==> config.mk <==
export PLATFORM = sky130hd
export DESIGN_NAME = memStage
export DESIGN_NICKNAME = d
export VERILOG_FILES = /design/src/design/vmemPkg.sv /design/src/design/memOpsPkg.sv /design/src/design/tlbIf.sv /design/src/design/memStage.sv /design/src/design/addrGenUnit.sv /design/src/design/tlbMissQueue.sv /design/src/design/dataTlb.sv
export SDC_FILE = /design/constraint.sdc
export NUM_CORES = 1
export LEC_CHECK = 0
export BUFFER_PORTS_ARGS = -buffer_cell sky130_fd_sc_hd__buf_4
export CAP_MARGIN = 20
export CELL_PAD_IN_SITES_DETAIL_PLACEMENT = 1
export CELL_PAD_IN_SITES_GLOBAL_PLACEMENT = 2
export CORE_UTILIZATION = 37
export CTS_BUF_LIST = sky130_fd_sc_hd__clkbuf_4 sky130_fd_sc_hd__clkbuf_8
export DETAILED_ROUTE_END_ITERATION = 6
export PLACE_DENSITY = 0.78
export SYNTH_ARGS = -nofsm -noshare
export SYNTH_HDL_FRONTEND = slang
export SYNTH_SLANG_ARGS = --single-unit
==> constraint.sdc <==
create_clock -name clk -period 16.65 [get_ports clk]
set_input_delay 0.8325 -clock clk [delete_from_list [all_inputs] [get_ports clk]]
set_output_delay 0.8325 -clock clk [all_outputs]
set_load 0.05 [all_outputs]
==> src/design/vmemPkg.sv <==
package vmemPkg;

    typedef logic [19:0] vpnT;

    // Sv32 physical page number cut down to a 32-bit physical space
    typedef logic [19:0] ppnT;

    typedef enum logic {
        privUser = 1'b0,
        privSupervisor = 1'b1
    } privMode;

    // Read, write, execute
    typedef logic [2:0] pteRwx;

    localparam int rwxRead = 2;
    localparam int rwxWrite = 1;

endpackage

==> src/design/memOpsPkg.sv <==
package memOpsPkg;

    typedef logic [6:0] sqNum;
    typedef logic [5:0] tagReg;
    typedef logic [31:0] memAddr;

    // Destination tag of ops that write no register
    localparam tagReg tagZero = '0;

    typedef enum logic [2:0] {
        opLb,
        opLh,
        opLw,
        opLbu,
        opLhu,
        opSb,
        opSh,
        opSw
    } memOpcode;

    typedef enum logic [2:0] {
        flagsNone,
        flagsLdMa,
        flagsStMa,
        flagsLdPf,
        flagsStPf
    } excFlags;

    typedef struct packed {
        logic valid;
        memAddr addr;
        logic [1:0] size;
        logic signExt;
        logic [3:0] wmask;
        logic isLoad;
        logic isStore;
        sqNum sqN;
        tagReg tagDst;
    } aguOp;

    // True when a comes after b in program order, sequence numbers wrap
    function automatic logic isYounger(sqNum a, sqNum b);
        return $signed(sqNum'(a - b)) > 0;
    endfunction

endpackage
==> src/design/tlbIf.sv <==
`timescale 1ns/100ps

interface tlbIf;
    import vmemPkg::*;

    logic lookupValid;
    vpnT lookupVpn;
    logic hit;
    ppnT ppn;
    pteRwx rwx;
    logic user;
    logic pageFault;

    // Walk result written into the TLB
    logic fillValid;
    vpnT fillVpn;
    ppnT fillPpn;
    pteRwx fillRwx;
    logic fillUser;
    logic fillFault;

    modport agu (
        output lookupValid, lookupVpn,
        input hit, ppn, rwx, user, pageFault
    );

    modport walk (
        output fillValid, fillVpn, fillPpn, fillRwx, fillUser, fillFault
    );

    modport tlb (
        input lookupValid, lookupVpn,
        input fillValid, fillVpn, fillPpn, fillRwx, fillUser, fillFault,
        output hit, ppn, rwx, user, pageFault
    );

endinterface

==> src/design/memStage.sv <==
`timescale 1ns/100ps

module memStage #(
    parameter int tlbEntries = 4,
    parameter int missQueueDepth = 4
) (
    input logic clk,
    input logic rst,
    input logic opValid,
    output logic opReady,
    input memOpsPkg::memOpcode opCode,
    input memOpsPkg::memAddr srcA,
    input memOpsPkg::memAddr srcB,
    input memOpsPkg::sqNum opSqN,
    input memOpsPkg::tagReg opTagDst,
    input logic sv32En,
    input vmemPkg::privMode priv,
    input logic flushValid,
    input memOpsPkg::sqNum flushSqN,
    output logic pwReqValid,
    input logic pwReqReady,
    output vmemPkg::vpnT pwReqVpn,
    input logic pwResValid,
    input vmemPkg::ppnT pwResPpn,
    input vmemPkg::pteRwx pwResRwx,
    input logic pwResUser,
    input logic pwResFault,
    output logic memValid,
    output memOpsPkg::memAddr memAddr,
    output logic [1:0] memSize,
    output logic memSignExt,
    output logic [3:0] memWmask,
    output logic memIsStore,
    output memOpsPkg::sqNum memSqN,
    output memOpsPkg::tagReg memTagDst,
    output logic resValid,
    output memOpsPkg::sqNum resSqN,
    output memOpsPkg::tagReg resTagDst,
    output memOpsPkg::excFlags resFlags,
    output memOpsPkg::memAddr resTval
);
    import memOpsPkg::*;

    logic enqueue;
    aguOp enqueueOp;
    logic dequeue;
    aguOp queueOp;
    logic queueOpValid;
    logic [$clog2(missQueueDepth + 1) - 1:0] queueFree;
    logic walkDone;

    tlbIf tlbBus ();

    addrGenUnit #(
        .missQueueDepth(missQueueDepth)
    ) agu (
        .clk(clk),
        .rst(rst),
        .opValid(opValid),
        .opReady(opReady),
        .opCode(opCode),
        .srcA(srcA),
        .srcB(srcB),
        .opSqN(opSqN),
        .opTagDst(opTagDst),
        .sv32En(sv32En),
        .priv(priv),
        .flushValid(flushValid),
        .flushSqN(flushSqN),
        .pwReqValid(pwReqValid),
        .pwReqReady(pwReqReady),
        .pwReqVpn(pwReqVpn),
        .pwResValid(pwResValid),
        .pwResPpn(pwResPpn),
        .pwResRwx(pwResRwx),
        .pwResUser(pwResUser),
        .pwResFault(pwResFault),
        .memValid(memValid),
        .memAddr(memAddr),
        .memSize(memSize),
        .memSignExt(memSignExt),
        .memWmask(memWmask),
        .memIsStore(memIsStore),
        .memSqN(memSqN),
        .memTagDst(memTagDst),
        .resValid(resValid),
        .resSqN(resSqN),
        .resTagDst(resTagDst),
        .resFlags(resFlags),
        .resTval(resTval),
        .enqueue(enqueue),
        .enqueueOp(enqueueOp),
        .dequeue(dequeue),
        .queueOp(queueOp),
        .queueOpValid(queueOpValid),
        .queueFree(queueFree),
        .walkDone(walkDone),
        .tlbLookup(tlbBus.agu),
        .tlbFill(tlbBus.walk)
    );

    dataTlb #(
        .tlbEntries(tlbEntries)
    ) dtlb (
        .clk(clk),
        .rst(rst),
        .tlb(tlbBus.tlb)
    );

    tlbMissQueue #(
        .missQueueDepth(missQueueDepth)
    ) missQueue (
        .clk(clk),
        .rst(rst),
        .enqueue(enqueue),
        .enqueueOp(enqueueOp),
        .dequeue(dequeue),
        .queueOp(queueOp),
        .queueOpValid(queueOpValid),
        .queueFree(queueFree),
        .walkDone(walkDone),
        .flushValid(flushValid),
        .flushSqN(flushSqN)
    );

endmodule

==> src/design/addrGenUnit.sv <==
`timescale 1ns/100ps

module addrGenUnit #(
    parameter int missQueueDepth = 4
) (
    input logic clk,
    input logic rst,
    input logic opValid,
    output logic opReady,
    input memOpsPkg::memOpcode opCode,
    input memOpsPkg::memAddr srcA,
    input memOpsPkg::memAddr srcB,
    input memOpsPkg::sqNum opSqN,
    input memOpsPkg::tagReg opTagDst,
    input logic sv32En,
    input vmemPkg::privMode priv,
    input logic flushValid,
    input memOpsPkg::sqNum flushSqN,
    output logic pwReqValid,
    input logic pwReqReady,
    output vmemPkg::vpnT pwReqVpn,
    input logic pwResValid,
    input vmemPkg::ppnT pwResPpn,
    input vmemPkg::pteRwx pwResRwx,
    input logic pwResUser,
    input logic pwResFault,
    output logic memValid,
    output memOpsPkg::memAddr memAddr,
    output logic [1:0] memSize,
    output logic memSignExt,
    output logic [3:0] memWmask,
    output logic memIsStore,
    output memOpsPkg::sqNum memSqN,
    output memOpsPkg::tagReg memTagDst,
    output logic resValid,
    output memOpsPkg::sqNum resSqN,
    output memOpsPkg::tagReg resTagDst,
    output memOpsPkg::excFlags resFlags,
    output memOpsPkg::memAddr resTval,
    output logic enqueue,
    output memOpsPkg::aguOp enqueueOp,
    output logic dequeue,
    input memOpsPkg::aguOp queueOp,
    input logic queueOpValid,
    input logic [$clog2(missQueueDepth + 1) - 1:0] queueFree,
    output logic walkDone,
    tlbIf.agu tlbLookup,
    tlbIf.walk tlbFill
);
    import memOpsPkg::*;
    import vmemPkg::*;

    typedef enum logic [1:0] {walkIdle, walkReq, walkWait} walkState;

    walkState walkSt;
    vpnT walkVpn;
    aguOp newOp;
    aguOp selOp;
    logic selKeep;
    logic misaligned;
    logic permFault;
    logic tlbMiss;
    logic issue;
    excFlags flags;

    assign opReady = queueFree != '0;

    always_comb begin
        newOp = '0;
        newOp.valid = opValid && opReady;
        newOp.addr = srcA + srcB;
        newOp.sqN = opSqN;
        newOp.tagDst = opTagDst;
        newOp.isLoad = opCode inside {opLb, opLh, opLw, opLbu, opLhu};
        newOp.isStore = !newOp.isLoad;
        case (opCode)
            opLb, opLbu: begin
                newOp.size = 2'd0;
                newOp.signExt = opCode == opLb;
            end
            opLh, opLhu: begin
                newOp.size = 2'd1;
                newOp.signExt = opCode == opLh;
            end
            opLw: begin
                newOp.size = 2'd2;
            end
            opSb: begin
                newOp.size = 2'd0;
                newOp.wmask = 4'b0001 << newOp.addr[1:0];
            end
            opSh: begin
                newOp.size = 2'd1;
                newOp.wmask = newOp.addr[1] ? 4'b1100 : 4'b0011;
            end
            opSw: begin
                newOp.size = 2'd2;
                newOp.wmask = 4'b1111;
            end
        endcase
        // Stores write no register
        if (newOp.isStore) begin
            newOp.tagDst = tagZero;
        end
    end

    // New op first, then a replay from the miss queue
    always_comb begin
        selOp = '0;
        dequeue = 1'b0;
        if (newOp.valid) begin
            selOp = newOp;
        end else if (queueOpValid) begin
            selOp = queueOp;
            dequeue = 1'b1;
        end
    end

    assign selKeep = selOp.valid && !(flushValid && isYounger(selOp.sqN, flushSqN));

    assign tlbLookup.lookupValid = selOp.valid && sv32En;
    assign tlbLookup.lookupVpn = selOp.addr[31:12];

    assign misaligned = (selOp.size == 2'd1 && selOp.addr[0]) ||
                        (selOp.size == 2'd2 && selOp.addr[1:0] != 2'b00);

    assign permFault = (selOp.isLoad && !tlbLookup.rwx[rwxRead]) ||
                       (selOp.isStore && !tlbLookup.rwx[rwxWrite]) ||
                       (priv == privUser && !tlbLookup.user) ||
                       (priv == privSupervisor && tlbLookup.user);

    always_comb begin
        flags = flagsNone;
        if (sv32En && tlbLookup.hit && (tlbLookup.pageFault || permFault)) begin
            flags = selOp.isStore ? flagsStPf : flagsLdPf;
        end
        // Misalignment wins over page faults
        if (misaligned) begin
            flags = selOp.isStore ? flagsStMa : flagsLdMa;
        end
    end

    assign tlbMiss = sv32En && !tlbLookup.hit && !misaligned;
    assign enqueue = selKeep && tlbMiss;
    assign enqueueOp = selOp;
    assign issue = selKeep && !tlbMiss;

    assign pwReqValid = walkSt == walkReq;
    assign pwReqVpn = walkVpn;
    assign walkDone = pwResValid && walkSt == walkWait;

    assign tlbFill.fillValid = walkDone;
    assign tlbFill.fillVpn = walkVpn;
    assign tlbFill.fillPpn = pwResPpn;
    assign tlbFill.fillRwx = pwResRwx;
    assign tlbFill.fillUser = pwResUser;
    assign tlbFill.fillFault = pwResFault;

    always_ff @(posedge clk) begin
        if (rst) begin
            walkSt <= walkIdle;
        end else begin
            case (walkSt)
                walkIdle: begin
                    if (enqueue) begin
                        walkSt <= walkReq;
                    end
                end
                walkReq: begin
                    if (pwReqReady) begin
                        walkSt <= walkWait;
                    end
                end
                walkWait: begin
                    if (pwResValid) begin
                        walkSt <= walkIdle;
                    end
                end
                default: begin
                    walkSt <= walkIdle;
                end
            endcase
        end
        if (walkSt == walkIdle && enqueue) begin
            walkVpn <= selOp.addr[31:12];
        end
    end

    // Stores go to both channels, faulting ops only to the result channel
    always_ff @(posedge clk) begin
        if (rst) begin
            memValid <= 1'b0;
            resValid <= 1'b0;
        end else begin
            memValid <= issue && flags == flagsNone;
            resValid <= issue && (selOp.isStore || flags != flagsNone);
        end
    end

    always_ff @(posedge clk) begin
        memAddr <= sv32En ? {tlbLookup.ppn, selOp.addr[11:0]} : selOp.addr;
        memSize <= selOp.size;
        memSignExt <= selOp.signExt;
        memWmask <= selOp.wmask;
        memIsStore <= selOp.isStore;
        memSqN <= selOp.sqN;
        memTagDst <= selOp.tagDst;
        resSqN <= selOp.sqN;
        resTagDst <= selOp.tagDst;
        resFlags <= flags;
        resTval <= selOp.addr;
    end

endmodule

==> src/design/tlbMissQueue.sv <==
`timescale 1ns/100ps

module tlbMissQueue #(
    parameter int missQueueDepth = 4
) (
    input logic clk,
    input logic rst,
    input logic enqueue,
    input memOpsPkg::aguOp enqueueOp,
    input logic dequeue,
    output memOpsPkg::aguOp queueOp,
    output logic queueOpValid,
    output logic [$clog2(missQueueDepth + 1) - 1:0] queueFree,
    input logic walkDone,
    input logic flushValid,
    input memOpsPkg::sqNum flushSqN
);
    import memOpsPkg::*;

    localparam int idxW = (missQueueDepth > 1) ? $clog2(missQueueDepth) : 1;

    // The op's own valid bit marks an occupied slot
    aguOp entries [missQueueDepth];
    logic [missQueueDepth-1:0] entReady;
    logic [idxW-1:0] selIdx;
    logic [idxW-1:0] freeIdx;

    // Oldest ready entry
    always_comb begin
        queueOpValid = 1'b0;
        selIdx = '0;
        for (int i = 0; i < missQueueDepth; i++) begin
            if (entries[i].valid && entReady[i] &&
                (!queueOpValid || isYounger(entries[selIdx].sqN, entries[i].sqN))) begin
                queueOpValid = 1'b1;
                selIdx = idxW'(i);
            end
        end
        queueOp = entries[selIdx];
        queueOp.valid = queueOpValid;
    end

    // A replayed op that misses again may take back its own slot
    always_comb begin
        freeIdx = '0;
        queueFree = '0;
        for (int i = missQueueDepth - 1; i >= 0; i--) begin
            if (!entries[i].valid || (dequeue && selIdx == idxW'(i))) begin
                freeIdx = idxW'(i);
            end
            if (!entries[i].valid) begin
                queueFree = queueFree + 1'b1;
            end
        end
    end

    always_ff @(posedge clk) begin
        if (rst) begin
            for (int i = 0; i < missQueueDepth; i++) begin
                entries[i].valid <= 1'b0;
            end
            entReady <= '0;
        end else begin
            for (int i = 0; i < missQueueDepth; i++) begin
                if (walkDone) begin
                    entReady[i] <= 1'b1;
                end
                if (flushValid && isYounger(entries[i].sqN, flushSqN)) begin
                    entries[i].valid <= 1'b0;
                end
            end
            if (dequeue) begin
                entries[selIdx].valid <= 1'b0;
            end
            // Enqueued in the walk-done cycle, so the fresh fill may already cover it
            if (enqueue) begin
                entries[freeIdx] <= enqueueOp;
                entReady[freeIdx] <= walkDone;
            end
        end
    end

endmodule

==> src/design/dataTlb.sv <==
`timescale 1ns/100ps

module dataTlb #(
    parameter int tlbEntries = 4
) (
    input logic clk,
    input logic rst,
    tlbIf.tlb tlb
);
    import vmemPkg::*;

    localparam int idxW = (tlbEntries > 1) ? $clog2(tlbEntries) : 1;

    typedef struct packed {
        vpnT vpn;
        ppnT ppn;
        pteRwx rwx;
        logic user;
        logic fault;
    } tlbEntry;

    tlbEntry entries [tlbEntries];
    logic [tlbEntries-1:0] entValid;
    logic [idxW-1:0] rrPtr;
    logic [idxW-1:0] wrIdx;
    logic fillHit;

    always_comb begin
        tlb.hit = 1'b0;
        tlb.ppn = '0;
        tlb.rwx = '0;
        tlb.user = 1'b0;
        tlb.pageFault = 1'b0;
        for (int i = 0; i < tlbEntries; i++) begin
            if (tlb.lookupValid && entValid[i] && entries[i].vpn == tlb.lookupVpn) begin
                tlb.hit = 1'b1;
                tlb.ppn = entries[i].ppn;
                tlb.rwx = entries[i].rwx;
                tlb.user = entries[i].user;
                tlb.pageFault = entries[i].fault;
            end
        end
    end

    // Refill of a page already present overwrites it in place
    always_comb begin
        fillHit = 1'b0;
        wrIdx = rrPtr;
        for (int i = 0; i < tlbEntries; i++) begin
            if (entValid[i] && entries[i].vpn == tlb.fillVpn) begin
                fillHit = 1'b1;
                wrIdx = idxW'(i);
            end
        end
    end

    always_ff @(posedge clk) begin
        if (rst) begin
            entValid <= '0;
            rrPtr <= '0;
        end else if (tlb.fillValid) begin
            entValid[wrIdx] <= 1'b1;
            if (!fillHit) begin
                rrPtr <= (rrPtr == idxW'(tlbEntries - 1)) ? '0 : rrPtr + 1'b1;
            end
        end
    end

    always_ff @(posedge clk) begin
        if (tlb.fillValid) begin
            entries[wrIdx] <= '{tlb.fillVpn, tlb.fillPpn, tlb.fillRwx, tlb.fillUser,
                                tlb.fillFault};
        end
    end

endmodule

==> flow_summary.toml <==
[setup_path]
crit_cells = 47
cp-startpoint = "missQueue.entries[0][6]"
critPathMaxStageDelay_ns = 0.81
reg2reg_depth = 47
worst-path-buf-inv = 4
crit_family = "compound AO/OA/AOI/OAI gates"
r2r_start = "missQueue.entries[0][6]"
crit_path_end_kind = "flop"
reg2reg_slack_ns = 1.85
path_max_fanout = 54
worstPathRequired_ns = 17.00
worstPathArrival_ns = 15.15
cpMostUsedCell = "ha_1"
cp_slowest_cell = "or4b_1"
cp-start-kind = "flop"
reg2reg_to = "missQueue.entries[3][1]"
critPathKind = "flop to flop"
critPathCapture = "missQueue.entries[3][1]"

[yosys]
synth_area_um2 = 28700
syn-num-nets = 2924
ys.flop_type = "edfxtp_1"
synth.largest_area_cell = "edfxtp_1"
avgSynthCellArea_um2 = 10.6
yosysTopAreaCellShare = 0.436
synth_edf_count = 416
async_reset_ff_frac = 0
ys_types = 113
yosysWarnings = 0
synth-seq-cells = 506
ys_top_cells_by_area = "edfxtp_1, dfxtp_1, ha_1, xnor2_1, nand2_1"
seq_area_frac_synth = 0.499
synthCells = 2712

[clocking]
cts_resized = 0
clockBufferDepth = 3
post-cts-setup-buffer-count = 0
clk_pin_slew_ns = 0.07
clock_latency_ns = 0.78
tritoncts = "done"
holdBufCountCts = 0
h-tree-depth = 3
cts_sinks = 506
numCtsBuffers = 89
clock-root-buffer = "clkbuf_8"

[finish]
drive_gt1_frac = 0.191
fin_nets = 3140
area_growth_pct = 17.1

[pwr]
ir_drop_mv = 0.0889
p_leak_nw = 12.7
power_density_nw_per_um2 = 104

[die]
dieHeight_um = 280
io_pins = 245
die_x_um = 280
rows = 101
die_area_um2 = 78600
initial_core_util = 0.376
core_um2 = 76300

[route]
drt_iter0_markers = 2117
drc_errors = 0
routed_wl_um = 128000
ant_nets = 0
num_vias = 24700
avgRoutedWirePerCell_um = 31.7
viasPerCell = 6.12
first_pass_iters = 5

[timing]
rsz0062_at_grt = "false"
tightest_slew_ns = 1.16
slew_headroom = 0.222
setup_ws_ns = 1.85
setup_tns_ns = 0
maxSlewViolCount = 0
fmax_mhz = 67.6
fin_skew_ns = 0.0813
min_period_ns = 14.80
finalSetupViolCount = 0
hold_viol = 0
period_share = 0.889

[hold_path]
hold_path.class = "primary input to flop"

[run_status]
status = "completed"

[placed_design]
routabilityCongestion = 1.02
dpl_worst_slack_ns = 2.10
place.detailed.hpwl_um = 94800
port_buffers = 243

[global_route]
grt_pass1_wl_um = 181000
grt_max_degree = 57
antenna_found_initial = 6
grtUsageTotal = 0.322
overflow = 0
grt_pass1_vias = 25100

[run]
cap_violations = 0
==> through the flow <==
stage / cells / power (W) / cell area [µm²] / hold WS (ns) / utilization
floorplan: 2712 / 0.00192 / 28700 / 0.448 / -
global placement: 3865 / 0.00220 / 31600 / 0.473 / 0.413
detailed placement: 3867 / 0.00221 / 31600 / 0.484 / 0.414
CTS: 4034 / 0.00350 / 33600 / 0.230 / 0.440
global route: 4035 / 0.00358 / 33600 / 0.250 / 0.440
finish: 4036 / 0.00349 / 33600 / 0.270 / 0.440
==> how the worst min path moves through the flow <==
stage | startpoint | endpoint | slack, ns | cells past startpoint
after global routing | pwResPpn[10] | dtlb.entries[2][15] | 0.25 | 1
after floorplan | dtlb.entries[3][12] | agu.memAddr[19] | 0.45 | 1
after detailed placement | dtlb.entries[3][12] | agu.memAddr[19] | 0.48 | 1
after global placement | missQueue.entReady[3] | missQueue.entReady[3] | 0.47 | 2
final | pwResPpn[16] | dtlb.entries[3][21] | 0.27 | 1
after CTS | pwResPpn[16] | dtlb.entries[1][21] | 0.23 | 1
==> registers in the layout, summed over array words and instances, names as in the netlist <==
| register | flops |
|---|---|
| missQueue.entReady | 4 |
| missQueue.entries | 220 |
| dtlb.entries | 176 |
| agu.pwReqVpn | 20 |
| agu.memWmask | 4 |
| agu.memSize | 2 |
| agu.memSqN | 7 |
| agu.resValid | 1 |
| agu.memSignExt | 1 |
| dtlb.entValid | 4 |
| dtlb.rrPtr | 2 |
| agu.memAddr | 32 |
| agu.walkSt | 2 |
| agu.resFlags | 3 |
| agu.memIsStore | 1 |
| agu.memValid | 1 |
| agu.resTval | 20 |
| agu.memTagDst | 6 |
==> cells by family (layout without fill, tap and decap cells) <==
| family | after synthesis | count (layout) | synth area share |
|---|---|---|---|
| AND/OR/NAND/NOR | 825 | 825 | 0.148 |
| AO/OA/AOI/OAI | 729 | 729 | 0.182 |
| flip-flops | 506 | 506 | 0.499 |
| buffers and inverters | 315 | 607 | 0.0477 |
| XOR/XNOR | 155 | 155 | 0.0476 |
| adder cells (fa/ha/maj) | 92 | 92 | 0.0425 |
| multiplexers | 90 | 90 | 0.0335 |
| other | 0 | 2 | 0 |
==> worst register-to-register path: cells and delay by family (launching register included) <==
family | cells | cell delay, ns
xor+xnor | 2 | 0.69
compound gates | 18 | 5.26
simple gates | 16 | 4.20
fa+ha+maj | 6 | 1.98
buf+inv | 4 | 1.04
mux | 1 | 0.76
flops | 1 | 0.37
==> layout by cell type, fill, tap and decap left out, types with 30 or more instances in the layout <==
cell      synthesis  final
a21o_1           30     30
a21oi_1         151    150
buf_4            25    303
clkbuf_8          0    107
dfxtp_1          90     90
edfxtp_1        416    416
ha_1             83     83
inv_1           132    132
mux2i_1          47     45
nand2_1         203    202
nand3_1          65     65
nand4_1          57     57
nor2_1          178    171
nor3_1           71     66
nor4_1           32     31
o211ai_1         34     34
o21ai_0          92     91
o22ai_1          53     53
xnor2_1         106    106
xor2_1           48     48
==> power by group <==
part           internal, W  switching, W
logic             0.000214      0.000509
registers          0.00143     0.0000396
clock network     0.000699      0.000591
==> final cells by class <==
type	instances	area, µm²
multi-input combinational	1891	13100
clock buffer	130	1650
inverter	132	495
clock inverter	37	349
sequential	506	14300
tap	1030	1290
fill	8450	42800
antenna	2	5.00
timing repair buffer	308	2350
==> synthesized netlist by cell type, types with 21 or more instances <==
master	number
edfxtp_1	416
or3_1	23
a31oi_1	25
o22ai_1	53
clkbuf_1	116
xor2_1	48
inv_1	132
a22oi_1	24
nor2b_1	21
o2111ai_1	21
mux2i_1	47
xnor2_1	106
a21o_1	30
nor4_1	32
dfxtp_1	90
nand2b_1	25
a311oi_1	21
nor2_1	178
mux2_2	26
buf_4	25
nor3_1	71
o211ai_1	34
nand2_1	203
nand4_1	57
a211oi_1	27
o21ai_0	92
a2111oi_0	23
a21oi_1	151
and3_1	27
ha_1	83
nand3_1	65
and2_1	28
==> routing by layer <==
layer  GRT usage  wire length (µm)
met1       0.423             54500
met4       0.135              5430
met5           0                13
met3      0.0420              7350
met2       0.535             60900
Note: power is estimated with default switching activity, not from simulation.
